### config.mk
export PLATFORM = sky130hd
export DESIGN_NAME = ddr_ctrl_top
export DESIGN_NICKNAME = d
export VERILOG_FILES = /design/src/hdl/ddr_pkg.sv /design/src/hdl/ddr_ctrl_top.sv /design/src/hdl/data_path.sv /design/src/hdl/cmd_scheduler.sv /design/src/hdl/refresh_timer.sv
export SDC_FILE = /design/constraint.sdc
export NUM_CORES = 1
export LEC_CHECK = 0
export BUFFER_PORTS_ARGS = -buffer_cell sky130_fd_sc_hd__buf_2
export CAP_MARGIN = 20
export CORE_UTILIZATION = 47
export CTS_CLUSTER_SIZE = 24
export DETAILED_ROUTE_END_ITERATION = 12
export PLACE_DENSITY_LB_ADDON = 0.12
export SLEW_MARGIN = 20
export SYNTH_ARGS = -nofsm -noshare
export SYNTH_HDL_FRONTEND = slang
export SYNTH_HIERARCHICAL = 1
export SYNTH_SLANG_ARGS = --single-unit
### constraint.sdc
create_clock -name CLK -period 3.4 [get_ports CLK]
set_clock_uncertainty 0.15 [all_clocks]
set_input_delay 0 -clock CLK [delete_from_list [all_inputs] [get_ports CLK]]
set_output_delay 0 -clock CLK [all_outputs]
set_load 0.005 [all_outputs]
### src/hdl/ddr_pkg.sv
package ddr_pkg;

  // SDRAM command pins {ras_n, cas_n, we_n}
  typedef enum logic [2:0] {
    noop = 3'b111,  // no operation
    actv = 3'b011,  // open a row
    read = 3'b101,
    wrte = 3'b100,
    prch = 3'b010,  // close the open row
    arsr = 3'b001   // auto refresh
  } ddr_cmd_e;

  // client address layout {row, bank, column}
  localparam int row_w  = 12;
  localparam int bank_w = 2;
  localparam int col_w  = 12;
  localparam int addr_w = row_w + bank_w + col_w;  // 26

  localparam int ddr_addr_w = 13;  // address pins

  // a10 set selects all banks on precharge
  localparam logic [ddr_addr_w-1:0] all_banks_addr = 13'h0400;

  // wait counter reloads for a countdown to zero
  localparam logic [3:0] wait_refresh = 4'd12;  // after arsr
  localparam logic [3:0] wait_default = 4'd4;   // after actv, prch, read, wrte

  // counter level that lets a change go
  localparam logic [3:0] wait_idle = 4'd2;

endpackage
### src/hdl/ddr_ctrl_top.sv
module ddr_ctrl_top #(
  parameter int refresh_interval = 200,
  parameter int cas_latency      = 2
) (
  input  logic                             CLK,
  input  logic                             RST,
  // random port
  input  logic [ddr_pkg::addr_w-1:0]       addr_rand,
  input  logic                             we_rand,
  input  logic                             req_rand,
  output logic                             grant_rand,
  input  logic [3:0]                       be_rand,
  // bulk port
  input  logic [ddr_pkg::addr_w-1:0]       addr_bulk,
  input  logic                             we_bulk,
  input  logic                             req_bulk,
  output logic                             grant_bulk,
  input  logic                             req_align,
  output logic                             grant_align,
  input  logic [3:0]                       be_bulk,
  // client data
  input  logic [31:0]                      data_w,
  output logic [31:0]                      data_r,
  output logic                             read_valid,
  // sdram pins
  output ddr_pkg::ddr_cmd_e                cmd,
  output logic [ddr_pkg::ddr_addr_w-1:0]   ddr_addr,
  output logic [ddr_pkg::bank_w-1:0]       ddr_bank,
  output logic [15:0]                      dq_out,
  output logic                             dq_oe,
  output logic [1:0]                       dm,
  input  logic [15:0]                      dq_in
);

  logic       refresh_strobe;
  logic [3:0] cmd_be;

  refresh_timer #(.refresh_interval(refresh_interval)) u_refresh (
    .CLK(CLK), .RST(RST), .refresh_strobe(refresh_strobe)
  );

  cmd_scheduler u_sched (
    .CLK(CLK), .RST(RST), .refresh_strobe(refresh_strobe),
    .addr_rand(addr_rand), .we_rand(we_rand), .req_rand(req_rand),
    .grant_rand(grant_rand), .be_rand(be_rand),
    .addr_bulk(addr_bulk), .we_bulk(we_bulk), .req_bulk(req_bulk),
    .grant_bulk(grant_bulk), .req_align(req_align), .grant_align(grant_align),
    .be_bulk(be_bulk),
    .cmd(cmd), .ddr_addr(ddr_addr), .ddr_bank(ddr_bank), .cmd_be(cmd_be)
  );

  data_path #(.cas_latency(cas_latency)) u_data (
    .CLK(CLK), .RST(RST), .cmd(cmd), .cmd_be(cmd_be),
    .data_w(data_w), .dq_out(dq_out), .dq_oe(dq_oe), .dm(dm),
    .dq_in(dq_in), .data_r(data_r), .read_valid(read_valid)
  );

endmodule

### src/hdl/data_path.sv
module data_path #(
  parameter int cas_latency = 2
) (
  input  logic              CLK,
  input  logic              RST,
  input  ddr_pkg::ddr_cmd_e cmd,
  input  logic [3:0]        cmd_be,
  // write side
  input  logic [31:0]       data_w,
  output logic [15:0]       dq_out,
  output logic              dq_oe,
  output logic [1:0]        dm,
  // read side
  input  logic [15:0]       dq_in,
  output logic [31:0]       data_r,
  output logic              read_valid
);

  logic [1:0]           wr_sh;  // low beat, high beat
  logic [cas_latency:0] rd_sh;  // read command age in cycles
  logic [31:0]          wdata;
  logic [3:0]           wbe;
  logic [15:0]          rd_lo;

  always_ff @(posedge CLK)
  begin
    if (!RST)
    begin
      wr_sh      <= 2'b00;
      rd_sh      <= '0;
      read_valid <= 1'b0;
    end
    else
    begin
      wr_sh      <= {wr_sh[0], cmd == ddr_pkg::wrte};
      rd_sh      <= {rd_sh[cas_latency-1:0], cmd == ddr_pkg::read};
      read_valid <= rd_sh[cas_latency];  // with the second beat in data_r
    end
  end

  // write word and byte enables held through both beats
  always_ff @(posedge CLK)
  begin
    if (cmd == ddr_pkg::wrte)
    begin
      wdata <= data_w;
      wbe   <= cmd_be;
    end
  end

  // read beats, low half first
  always_ff @(posedge CLK)
  begin
    if (rd_sh[cas_latency-1])
      rd_lo <= dq_in;
    if (rd_sh[cas_latency])
      data_r <= {dq_in, rd_lo};
  end

  assign dq_oe  = |wr_sh;
  assign dq_out = wr_sh[1] ? wdata[31:16] : wdata[15:0];
  assign dm     = wr_sh[1] ? ~wbe[3:2] : ~wbe[1:0];  // mask = disabled byte

endmodule

### src/hdl/cmd_scheduler.sv
module cmd_scheduler (
  input  logic                             CLK,
  input  logic                             RST,
  input  logic                             refresh_strobe,
  // random port
  input  logic [ddr_pkg::addr_w-1:0]       addr_rand,
  input  logic                             we_rand,
  input  logic                             req_rand,
  output logic                             grant_rand,
  input  logic [3:0]                       be_rand,
  // bulk port
  input  logic [ddr_pkg::addr_w-1:0]       addr_bulk,
  input  logic                             we_bulk,
  input  logic                             req_bulk,
  output logic                             grant_bulk,
  input  logic                             req_align,
  output logic                             grant_align,
  input  logic [3:0]                       be_bulk,
  // sdram side
  output ddr_pkg::ddr_cmd_e                cmd,
  output logic [ddr_pkg::ddr_addr_w-1:0]   ddr_addr,
  output logic [ddr_pkg::bank_w-1:0]       ddr_bank,
  output logic [3:0]                       cmd_be
);

  ddr_pkg::ddr_cmd_e               cmd_nx;
  ddr_pkg::ddr_cmd_e               last_cmd;
  logic                            second_stroke;
  logic                            page_open;
  logic                            refresh_ack;
  logic                            pend_rand;
  logic                            pend_bulk;
  logic [3:0]                      counter;
  logic [ddr_pkg::row_w-1:0]       open_row;
  logic [ddr_pkg::bank_w-1:0]      open_bank;

  logic                            use_bulk;
  logic                            want_rw;
  logic                            want_page;
  logic                            refresh_pend;
  logic                            tgt_we;
  logic [3:0]                      tgt_be;
  logic [ddr_pkg::addr_w-1:0]      tgt_addr;
  logic [ddr_pkg::row_w-1:0]       tgt_row;
  logic [ddr_pkg::bank_w-1:0]      tgt_bank;
  logic                            page_hit;
  logic                            bulk_hit;
  logic                            same_dir;
  logic                            ready_norm;
  logic                            ready_dlay;
  logic                            prch_ok;
  logic                            rw_nx;
  logic                            go;
  logic                            issue;

  // align on the bulk port steers the page towards the bulk row
  assign use_bulk  = req_bulk | req_align;
  assign tgt_addr  = use_bulk ? addr_bulk : addr_rand;
  assign tgt_we    = req_bulk ? we_bulk : we_rand;
  assign tgt_be    = req_bulk ? be_bulk : be_rand;
  assign want_rw   = req_bulk | (req_rand & ~req_align);  // random waits behind align
  assign want_page = want_rw | req_align;

  assign tgt_row  = tgt_addr[ddr_pkg::addr_w-1 -: ddr_pkg::row_w];
  assign tgt_bank = tgt_addr[ddr_pkg::col_w +: ddr_pkg::bank_w];
  assign page_hit = page_open && (tgt_row == open_row) && (tgt_bank == open_bank);
  assign bulk_hit = page_open &&
                    (addr_bulk[ddr_pkg::addr_w-1 -: ddr_pkg::row_w] == open_row) &&
                    (addr_bulk[ddr_pkg::col_w +: ddr_pkg::bank_w] == open_bank);

  assign refresh_pend = refresh_ack ^ refresh_strobe;

  // same direction on an open page skips the wait counter
  assign same_dir   = ((last_cmd == ddr_pkg::wrte) && tgt_we) ||
                      ((last_cmd == ddr_pkg::read) && !tgt_we);
  assign ready_norm = (counter <= ddr_pkg::wait_idle);
  assign ready_dlay = (counter == 4'd0);
  assign prch_ok    = (last_cmd == ddr_pkg::wrte) ? ready_dlay : ready_norm;  // write recovery

  always_comb
  begin
    cmd_nx = ddr_pkg::noop;
    go     = 1'b0;
    if (refresh_pend)
    begin
      if (page_open)
      begin
        cmd_nx = ddr_pkg::prch;  // close before refresh
        go     = prch_ok;
      end
      else
      begin
        cmd_nx = ddr_pkg::arsr;
        go     = ready_norm;
      end
    end
    else if (want_rw && page_hit)
    begin
      cmd_nx = tgt_we ? ddr_pkg::wrte : ddr_pkg::read;
      go     = same_dir || ready_norm;
    end
    else if (want_page && page_open && !page_hit)
    begin
      cmd_nx = ddr_pkg::prch;  // page miss
      go     = prch_ok;
    end
    else if (want_page && !page_open)
    begin
      cmd_nx = ddr_pkg::actv;
      go     = ready_norm;
    end
  end

  assign issue = second_stroke && go;  // never two commands back to back
  assign rw_nx = (cmd_nx == ddr_pkg::read) || (cmd_nx == ddr_pkg::wrte);

  always_ff @(posedge CLK)
  begin
    if (!RST)
    begin
      cmd           <= ddr_pkg::noop;
      last_cmd      <= ddr_pkg::noop;
      ddr_addr      <= ddr_pkg::all_banks_addr;
      second_stroke <= 1'b1;
      page_open     <= 1'b0;
      refresh_ack   <= 1'b0;
      counter       <= 4'd0;
      pend_rand     <= 1'b0;
      pend_bulk     <= 1'b0;
      grant_rand    <= 1'b0;
      grant_bulk    <= 1'b0;
      grant_align   <= 1'b0;
    end
    else
    begin
      second_stroke <= ~issue;
      pend_bulk     <= issue && rw_nx && req_bulk;
      pend_rand     <= issue && rw_nx && !req_bulk;
      grant_bulk    <= pend_bulk;  // one cycle behind the command
      grant_rand    <= pend_rand;
      grant_align   <= req_align && bulk_hit && !refresh_pend;
      if (issue)
      begin
        cmd      <= cmd_nx;
        last_cmd <= cmd_nx;
        counter  <= (cmd_nx == ddr_pkg::arsr) ? ddr_pkg::wait_refresh : ddr_pkg::wait_default;
        case (cmd_nx)
          ddr_pkg::actv:
          begin
            ddr_addr  <= {tgt_row[11:10], 1'b0, tgt_row[9:0]};  // a10 kept low
            page_open <= 1'b1;
          end
          ddr_pkg::read, ddr_pkg::wrte:
            ddr_addr <= {tgt_addr[ddr_pkg::col_w-1:0], 1'b0};  // first beat of the word
          ddr_pkg::prch:
          begin
            ddr_addr  <= ddr_pkg::all_banks_addr;
            page_open <= 1'b0;
          end
          ddr_pkg::arsr:
          begin
            ddr_addr    <= ddr_pkg::all_banks_addr;
            refresh_ack <= refresh_strobe;
          end
          default: ;
        endcase
      end
      else
      begin
        cmd <= ddr_pkg::noop;
        if (counter != 4'd0)
          counter <= counter - 1'b1;
      end
    end
  end

  // page and byte enable payload
  always_ff @(posedge CLK)
  begin
    if (issue && (cmd_nx == ddr_pkg::actv))
    begin
      open_row  <= tgt_row;
      open_bank <= tgt_bank;
    end
    if (issue && (cmd_nx != ddr_pkg::prch) && (cmd_nx != ddr_pkg::arsr))
      ddr_bank <= tgt_bank;
    if (issue && rw_nx)
      cmd_be <= tgt_be;
  end

endmodule

### src/hdl/refresh_timer.sv
module refresh_timer #(
  parameter int refresh_interval = 200
) (
  input  logic CLK,
  input  logic RST,
  output logic refresh_strobe
);

  logic [$clog2(refresh_interval)-1:0] cnt;

  always_ff @(posedge CLK)
  begin
    if (!RST)
    begin
      cnt            <= '0;
      refresh_strobe <= 1'b0;
    end
    else if (cnt == refresh_interval - 1)
    begin
      cnt            <= '0;
      refresh_strobe <= ~refresh_strobe;  // one toggle per interval
    end
    else
    begin
      cnt <= cnt + 1'b1;
    end
  end

endmodule

; ---- Word-level counts from Yosys, hierarchy flattened
; Index checks and enable logic that the tools add are counted.
[totals]
output_inout_bits = 73
wordCells = 117
in_bits = 115
register_bits = 150
[classes]
add_sub_neg = 2
order_cmp = 1
n_eq_ne = 16
n_reduce_logical = 40
n_bitwise = 11
n_mux = 22
[op_table]
columns = operator, count
row1 = $pmux W13 S3, 1
row2 = $mux W26, 1
row3 = $eq A12 B12 Y1, 2
row4 = $logic_and A1 B1 Y1, 19
row5 = $eq A3 B3 Y1 const B, 6
row6 = $mux W16, 1
row7 = $mux W4, 4
row8 = $mux W3, 4
row9 = $add A8 B1 Y8 const B, 1
row10 = $eq A8 B8 Y1 const B, 1
row11 = $mux W1, 8
row12 = $reduce_and A2 Y1, 4
row13 = $reduce_or A2 Y1, 4
row14 = $eq A3 B2 Y1 const B, 2
row15 = $logic_not A1 Y1, 5
row16 = $eq A2 B2 Y1, 2
row17 = $le A4 B2 Y1 const B, 1
row18 = $logic_not A4 Y1, 1
row19 = $mux W2, 2
row20 = $not A1 Y1, 4
row21 = $not A2 Y2, 2
row22 = $reduce_bool A2 Y1, 2
row23 = $reduce_bool A4 Y1, 1
row24 = $sub A4 B1 Y4 const B, 1
row25 = other kinds (9), 13

; ---- Logic depth before layout (Yosys ltp)
; Gate-level depths: netlist (run 1).
[depth]
depth_word = 14
mapped_depth = 11
depth_no_buf = 10

; ---- Hierarchy
; The synthesis (run 1) kept the hierarchy.
[by_module_without_submodules]
columns = module, seq_area_each_um2, cells_each, n_inst, area_each_um2
row1 = cmd_scheduler, 1221.2, 334, 1, 3012.9
row2 = data_path, 2642.5, 118, 1, 2959.1
row3 = refresh_timer, 180.2, 41, 1, 366.6

; ---- Least setup slack after synthesis (run 1)
; Ideal clock, no wire load.
[synth_path]
path_kind = reg-to-reg
from = reg u_sched.cmd[2]
to = reg u_data.wbe[0] (enable)
setup_ns = 0.482
path_stages_with_launch = 2
setup_slack_ns = -0.270
synth_period_minus_slack_ns = 3.670
required_time_ns = 2.768
arrival_ns = 3.039
path_buffers = 0
path_cell_list = dfxtp_1 nor3b_1
[synth_via]
elab_chain_len = 1
[synth_rtl]
columns = item, line
row1 = from (decl), cmd_scheduler.sv:20  ; output ddr_pkg::ddr_cmd_e cmd,
row2 = from (signal assigned), cmd_scheduler.sv:121  ; cmd <= ddr_pkg::noop;
row3 = from (signal assigned), cmd_scheduler.sv:144  ; cmd <= cmd_nx;
row4 = from (signal assigned), cmd_scheduler.sv:170  ; cmd <= ddr_pkg::noop;
row5 = $eq A3 B3 Y1, data_path.sv:44  ; if (cmd == ddr_pkg::wrte)
row6 = to (signal assigned), data_path.sv:47  ; wbe <= cmd_be;
row7 = to (decl), data_path.sv:22  ; logic [3:0] wbe;
; Every way passes these cells.
; A chain may end at the register's enable or synchronous reset.

==> reports/results.txt, run 1 <==
Ys Warns: 6
met3 wire len: 1.02 mm
Crit. End Element: register
Slew headroom: 32.2%
fin crit period: 3.35 ns
Min-Delay Path Class: in2reg
FF-to-FF End: u_sched/grant_align
final worst-path cycle share: 98.4%
total number of vias: 5,121
Worst-Margin Slew: 1.01 ns
clock sinks: 150
syn_area_per_cell: 12.9 µm²
die height: 118 µm
Final Hold Vio Count: 0
synth top area cells: edfxtp_1 (49%), dfxtp_1 (15%), nand2_1 (3.7%), mux2_2 (2.8%), a21oi_1 (1.9%)
final hold slack: 0.0433 ns
Final #Nets: 925
syn nets: 612
post-layout util: 70.1%
hpwl dp: 10.9 mm
vias per std cell: 5.15
DRC errors left: 0
LEAKAGE: 3.78 nW
Netlist cell types: 71
area taken by multi-input logic gates: 2120 µm²
Post-synth EDFFs: 104
drt wl/cell: 16.6 µm
CTS buffer count: 17
number of global-route vias before repair: 5,174
flops & latches, synth: 150
cell mode on critical path: dlygate4sd3_1
Worst R2R Path Depth: 9
max layer used: met4
worst slack at placement: 0.153 ns
PortBufs: 187
first-pass GRT wire length: 26.1 mm
Initial Utilization: 48.1%
detailed router's first-iteration violation count: 391
die area: 14,000 µm²
critical path class: in2reg
Max-Cap Viols: 0
GRT Resource Usage Total: 24.2%
crit path DAT: 3.56 ns
CP max FO: 29
Clock Latency Late Sink: 0.42 ns
Final ANT Viol Nets: 0
final worst slack: 0.0535 ns
Fmax: 299 MHz
core area: 13,200 µm²
area leader, netlist: edfxtp_1
RSZ-0062 raised after global routing: false
final WL: 16.5 mm
worst-case vdd ir drop: 394 µV
Remaining Overflow, GRT: 0
die width: 118 µm
CP max stage delay: 0.58 ns
crit path from: RST
Reg2Reg Launch Point: u_sched/page_open
status: finished, final reports clean
CP max stage cell: dlygate4sd3_1
TNS Setup: 0 ns
Met2 Wirelength: 8.21 mm
initial antenna violation count: 0
top cells by count, synth: edfxtp_1 (104), nand2_1 (62), dfxtp_1 (46)
DR pass1 iterations: 7
IO Count: 188
largest net degree at the start of global routing: 33
mapped cell area: 6340 µm²
element type at the critical path start: input port
Mapped Cells: 493
Synth top area share: 49.3%
ordered cell list for the critical path: dlygate4sd3_1 > buf_2 > buf_6 > and3_1 > nand3_1 > a2111oi_2 > dlygate4sd3_1 > nand2_1 > dlygate4sd3_1 > nor4_1 > dlygate4sd3_1
Main synth FF type: edfxtp_1
diode count: 0
M1 wire length: 7.00 mm
GPL Wtd Cong: 0.905
Clock transition at path regs: 0.06 ns
row count: 42
Area growth syn-to-layout: 46.0%
filler cell count: 942
CP required: 3.61 ns
CP endpoint: u_sched/grant_align
post-synthesis sequential area ratio: 63.8%
H-tree depth: 4
deepest clock path buffer count: 2
CTS tree: yes
fin. max-slew vios: 0
FF/Latch Area: 4040 µm²
share of cells above drive strength 1: 33.9%
final number of setup-violating endpoints: 0
top-count cell post-synth: edfxtp_1
R2R Setup Slk: 0.05 ns
ys async rst share: 0%
root buf cell: clkbuf_16
Cell Pwr Density: 615 nW/µm²
==> worst max-delay path, delay by kind of cell <==
family                 cells  cell delay, ns
AOI/OAI and AO/OA          1            0.28
buffers and inverters      6            2.61
and+or+nand+nor            4            0.67
==> state kept, by name, summed over array words and instances (netlist names), 2 cells and up <==
| register | count |
|---|---|
| u_sched/cmd | 3 |
| u_data/data_r | 32 |
| u_sched/open_row | 12 |
| u_sched/last_cmd | 3 |
| u_sched/counter | 4 |
| u_data/rd_sh | 3 |
| u_sched/ddr_addr | 13 |
| u_data/rd_lo | 16 |
| u_data/wdata | 32 |
| u_sched/open_bank | 2 |
| u_data/wr_sh | 2 |
| u_refresh/cnt | 8 |
| u_sched/cmd_be | 4 |
| u_data/wbe | 4 |
| u_sched/ddr_bank | 2 |
==> cells in the final DEF, fill, tap and decap left out, types with 4 or more instances in the layout <==
cell           count
buf_2            187
dlygate4sd3_1    110
edfxtp_1         104
nand2_1           62
dfxtp_1           46
a21oi_1           24
o21ai_0           19
clkbuf_16         18
inv_1             18
buf_4             17
mux2_2            16
nor2_1            14
o31ai_1           13
a32oi_1           13
xnor2_1           12
and2_1             9
mux2_4             8
nand3_1            8
xor2_1             7
nand2b_1           7
or3_1              6
mux2i_1            5
nor3_1             5
nor4_1             5
ha_1               4
and3_1             4
==> where the power goes <==
group | internal (mW) | leakage (nW) | switching [mW] | total [mW]
clock | 1.23 | 0.295 | 0.684 | 1.91
sequential | 2.20 | 1.32 | 0.174 | 2.38
combinational | 0.646 | 2.17 | 0.753 | 1.40
==> worst min path at each step <==
stage                        from                  end  slack, ns  cells after the start
floorplan                dq_in[0]    u_data/data_r[16]      -0.05                      0
global placement       data_w[24]     u_data/wdata[24]       0.03                      1
detailed placement     data_w[23]     u_data/wdata[23]       0.03                      1
CTS                 addr_bulk[23]  u_sched/open_row[9]       0.01                      3
global route        addr_rand[21]  u_sched/open_row[7]       0.06                      3
finish              addr_rand[21]  u_sched/open_row[7]       0.04                      3
==> cell type report <==
cell class | instances | share of cell area, %
clock buffer | 23 | 5.29
multi-input combinational | 302 | 22.9
inverter | 19 | 0.771
sequential | 150 | 43.7
clock inverter | 9 | 1.33
tap | 176 | 2.38
timing repair buffer | 316 | 23.6
==> cell families (layout without fill, tap and decap cells) <==
group / Yosys count / count (layout) / synth area share [%]
flip-flops: 150 / 150 / 63.8
AND/OR/NAND/NOR: 149 / 149 / 12.5
AO/OA/AOI/OAI: 101 / 101 / 11.6
buffers and inverters: 41 / 367 / 3.14
multiplexers: 29 / 29 / 5.53
XOR/XNOR: 19 / 19 / 2.63
adder cells (fa/ha/maj): 4 / 4 / 0.790
==> timing repair <==
item | CTS | global route
endpoints found under the setup margin | 0 | 14
hold buffers | 110 | 0
hold endpoints to repair | 114 | 0
setup buffers | 0 | 0
resized for setup | 0 | 6
==> per-stage QoR <==
stage          std cells  instance area (µm²)  total power [mW]
2_1_floorplan        493                 6340              3.17
3_3_place_gp         853                 7520              3.64
3_5_place_dp         853                 7520              3.65
4_1_cts              995                 9230              5.69
5_1_grt              995                 9250              5.96
6_report             995                 9250              5.69
==> routing by layer <==
layer,vias to the layer above,global-route usage (%)
li1,2481,-
met5,-,0
met1,2389,30.7
met3,24,5.45
met4,0,10.4
met2,227,39.9
No activity file was read; power rests on OpenSTA's default activity.
==> inputs of run 2 (changes only) <==
--- a/config.mk
+++ b/config.mk
@@ -5,7 +5,7 @@
 export SDC_FILE = /design/constraint.sdc
 export NUM_CORES = 1
 export LEC_CHECK = 0
-export BUFFER_PORTS_ARGS = -buffer_cell sky130_fd_sc_hd__buf_2
+export BUFFER_PORTS_ARGS = -buffer_cell sky130_fd_sc_hd__buf_4
 export CAP_MARGIN = 20
 export CORE_UTILIZATION = 47
 export CTS_CLUSTER_SIZE = 24
==> run 2 against run 1 <==
Compared with the run above:
- cell count is 0.20% higher
- non-clock buffer count is 2 higher
- via count is 2.2% higher
- highest routed layer unchanged
- maximum frequency is 3.9% higher
- global-route usage is 0.73 points higher
- power is 1.5% lower
- worst hold slack worse by 0.022 ns
==> reports/results.txt, run 2 (same netlist as run 1, synthesis figures left out) <==
met3 GRT Util: 5.41%
row count: 42
PortBufs: 187
highest-count cells in the layout ignoring fill and taps: buf_4 (205), dlygate4sd3_1 (113), edfxtp_1 (104)
clock sinks: 150
RSZ-0062 raised after global routing: false
root buf cell: clkbuf_16
initial antenna violation count: 0
filler cell count: 895
die width: 118 µm
Regs by FF count: u_data/data_r: 32 flops, u_data/wdata: 32 flops, u_data/rd_lo: 16 flops
Final ANT Viol Nets: 0
CTS tree: yes
design area: 9680 µm²
fin crit period: 3.22 ns
worst-case vdd ir drop: 343 µV
die area: 14,000 µm²
CP max FO: 11
GRT Resource Usage Total: 25.0%
number of global-route vias before repair: 5,146
deepest clock path buffer count: 2
Post-DP Area: 7980 µm²
final WL: 16.8 mm
status: finished, final reports clean
Remaining Overflow, GRT: 0
detailed router's first-iteration violation count: 433
Fmax: 311 MHz
Clock Latency Late Sink: 0.42 ns
Slew headroom: 31.3%
met2 usage: 41.8%
post-CTS setup buffer count: 0
share of cells above drive strength 1: 34.1%
Final Hold Vio Count: 0
hpwl dp: 11.1 mm
CTS buffer count: 17
commonest non-fill, non-tap cell in the layout: buf_4
Min-Delay Path Class: in2reg
final worst-path cycle share: 94.7%
critical path class: in2reg
Max-Cap Viols: 0
TNS Setup: 0 ns
GPL Wtd Cong: 0.922
DRC errors left: 0
vias per std cell: 5.25
first-pass GRT wire length: 26.7 mm
DR pass1 iterations: 5
met1 Use GR: 31.5%
Worst-Margin Slew: 1.03 ns
core area: 13,200 µm²
Cell Pwr Density: 579 nW/µm²
diode count: 0
final number of setup-violating endpoints: 0
crit path DAT: 3.16 ns
total number of vias: 5,233
element type at the critical path start: input port
Crit. End Element: register
Final #Nets: 927
CP required: 3.34 ns
Initial Utilization: 48.1%
drt wl/cell: 16.9 µm
GRT busiest layer: met2
Clock transition at path regs: 0.06 ns
Area growth syn-to-layout: 52.7%
IO Count: 188
H-tree depth: 4
largest net degree at the start of global routing: 33
fin. max-slew vios: 0
die height: 118 µm
LEAKAGE: 3.92 nW
run 2: cell types whose count changed in the layout (fill, tap and decap cells not counted), sizes merged:
cell         before  now
buf             206  205
clkinv            4    6
inv              20   26
dlygate4sd3     110  113
clkbuf           23   18
bufinv            3    0
run 2: repair_timing:
action / in CTS / in global routing
hold buffers: 113 / 0
gates resized for setup: 0 / 0
hold endpoints to repair: 117 / 0
setup endpoints to repair: 0 / 0
run 2: path summary, 6_finish.rpt:
check / end / from / slack, ns / cells past startpoint
worst max-delay path: u_sched/cmd_be[3] / req_bulk / 0.18 / 9
worst min-delay path: u_sched/open_row[1] / addr_bulk[15] / 0.02 / 3
worst max register to register: u_sched/cmd_be[3] / u_sched/open_bank[1] / 0.29 / 6
worst min register to register: u_data/data_r[9] / u_data/rd_lo[9] / 0.26 / 0
run 2: where the power goes:
| part | leakage [nW] | switching (mW) | total (mW) | internal [mW] |
|---|---|---|---|---|
| clock network | 0.282 | 0.782 | 1.78 | 0.996 |
| logic | 2.32 | 0.745 | 1.46 | 0.710 |
| registers | 1.32 | 0.168 | 2.37 | 2.20 |
| total | 3.92 | 1.70 | 5.61 | 3.91 |
run 2: through the flow:
stage	hold WS, ns	cells	utilization (%)	setup slack (ns)	power [mW]
floorplan	-0.0511	493	-	0.120	3.17
global placement	0.0277	852	60.5	0.304	3.70
detailed placement	0.0295	852	60.5	0.229	3.72
CTS	0.00870	997	73.4	0.175	5.61
global route	0.0348	997	73.4	0.0132	5.85
finish	0.0217	997	73.4	0.180	5.61
run 2: cell type report:
cell class,instances,area (µm²),area share (%)
Timing Repair Buffer,318,2670,27.6
Inverter,19,71.3,0.737
Multi-Input combinational cell,302,2110,21.8
Clock inverter,14,115,1.19
Tap cell,176,220,2.28
Clock buffer,18,450,4.65
Sequential cell,150,4040,41.8
run 2: critical path, stage by stage:
cell and delay [ns]:
dlygate4sd3_1 0.54, buf_4 0.17, buf_4 0.19, nor3b_1 0.31
a311oi_1 0.10, a2111o_1 0.41, or3_1 0.49, or4_1 0.60
nor2_1 0.34
run 2: layer usage:
layer	routed length, µm	part of all wire, %
met1	7090	42
met2	8350	50
met3	1080	6.4
met4	324	1.9
met5	0	0
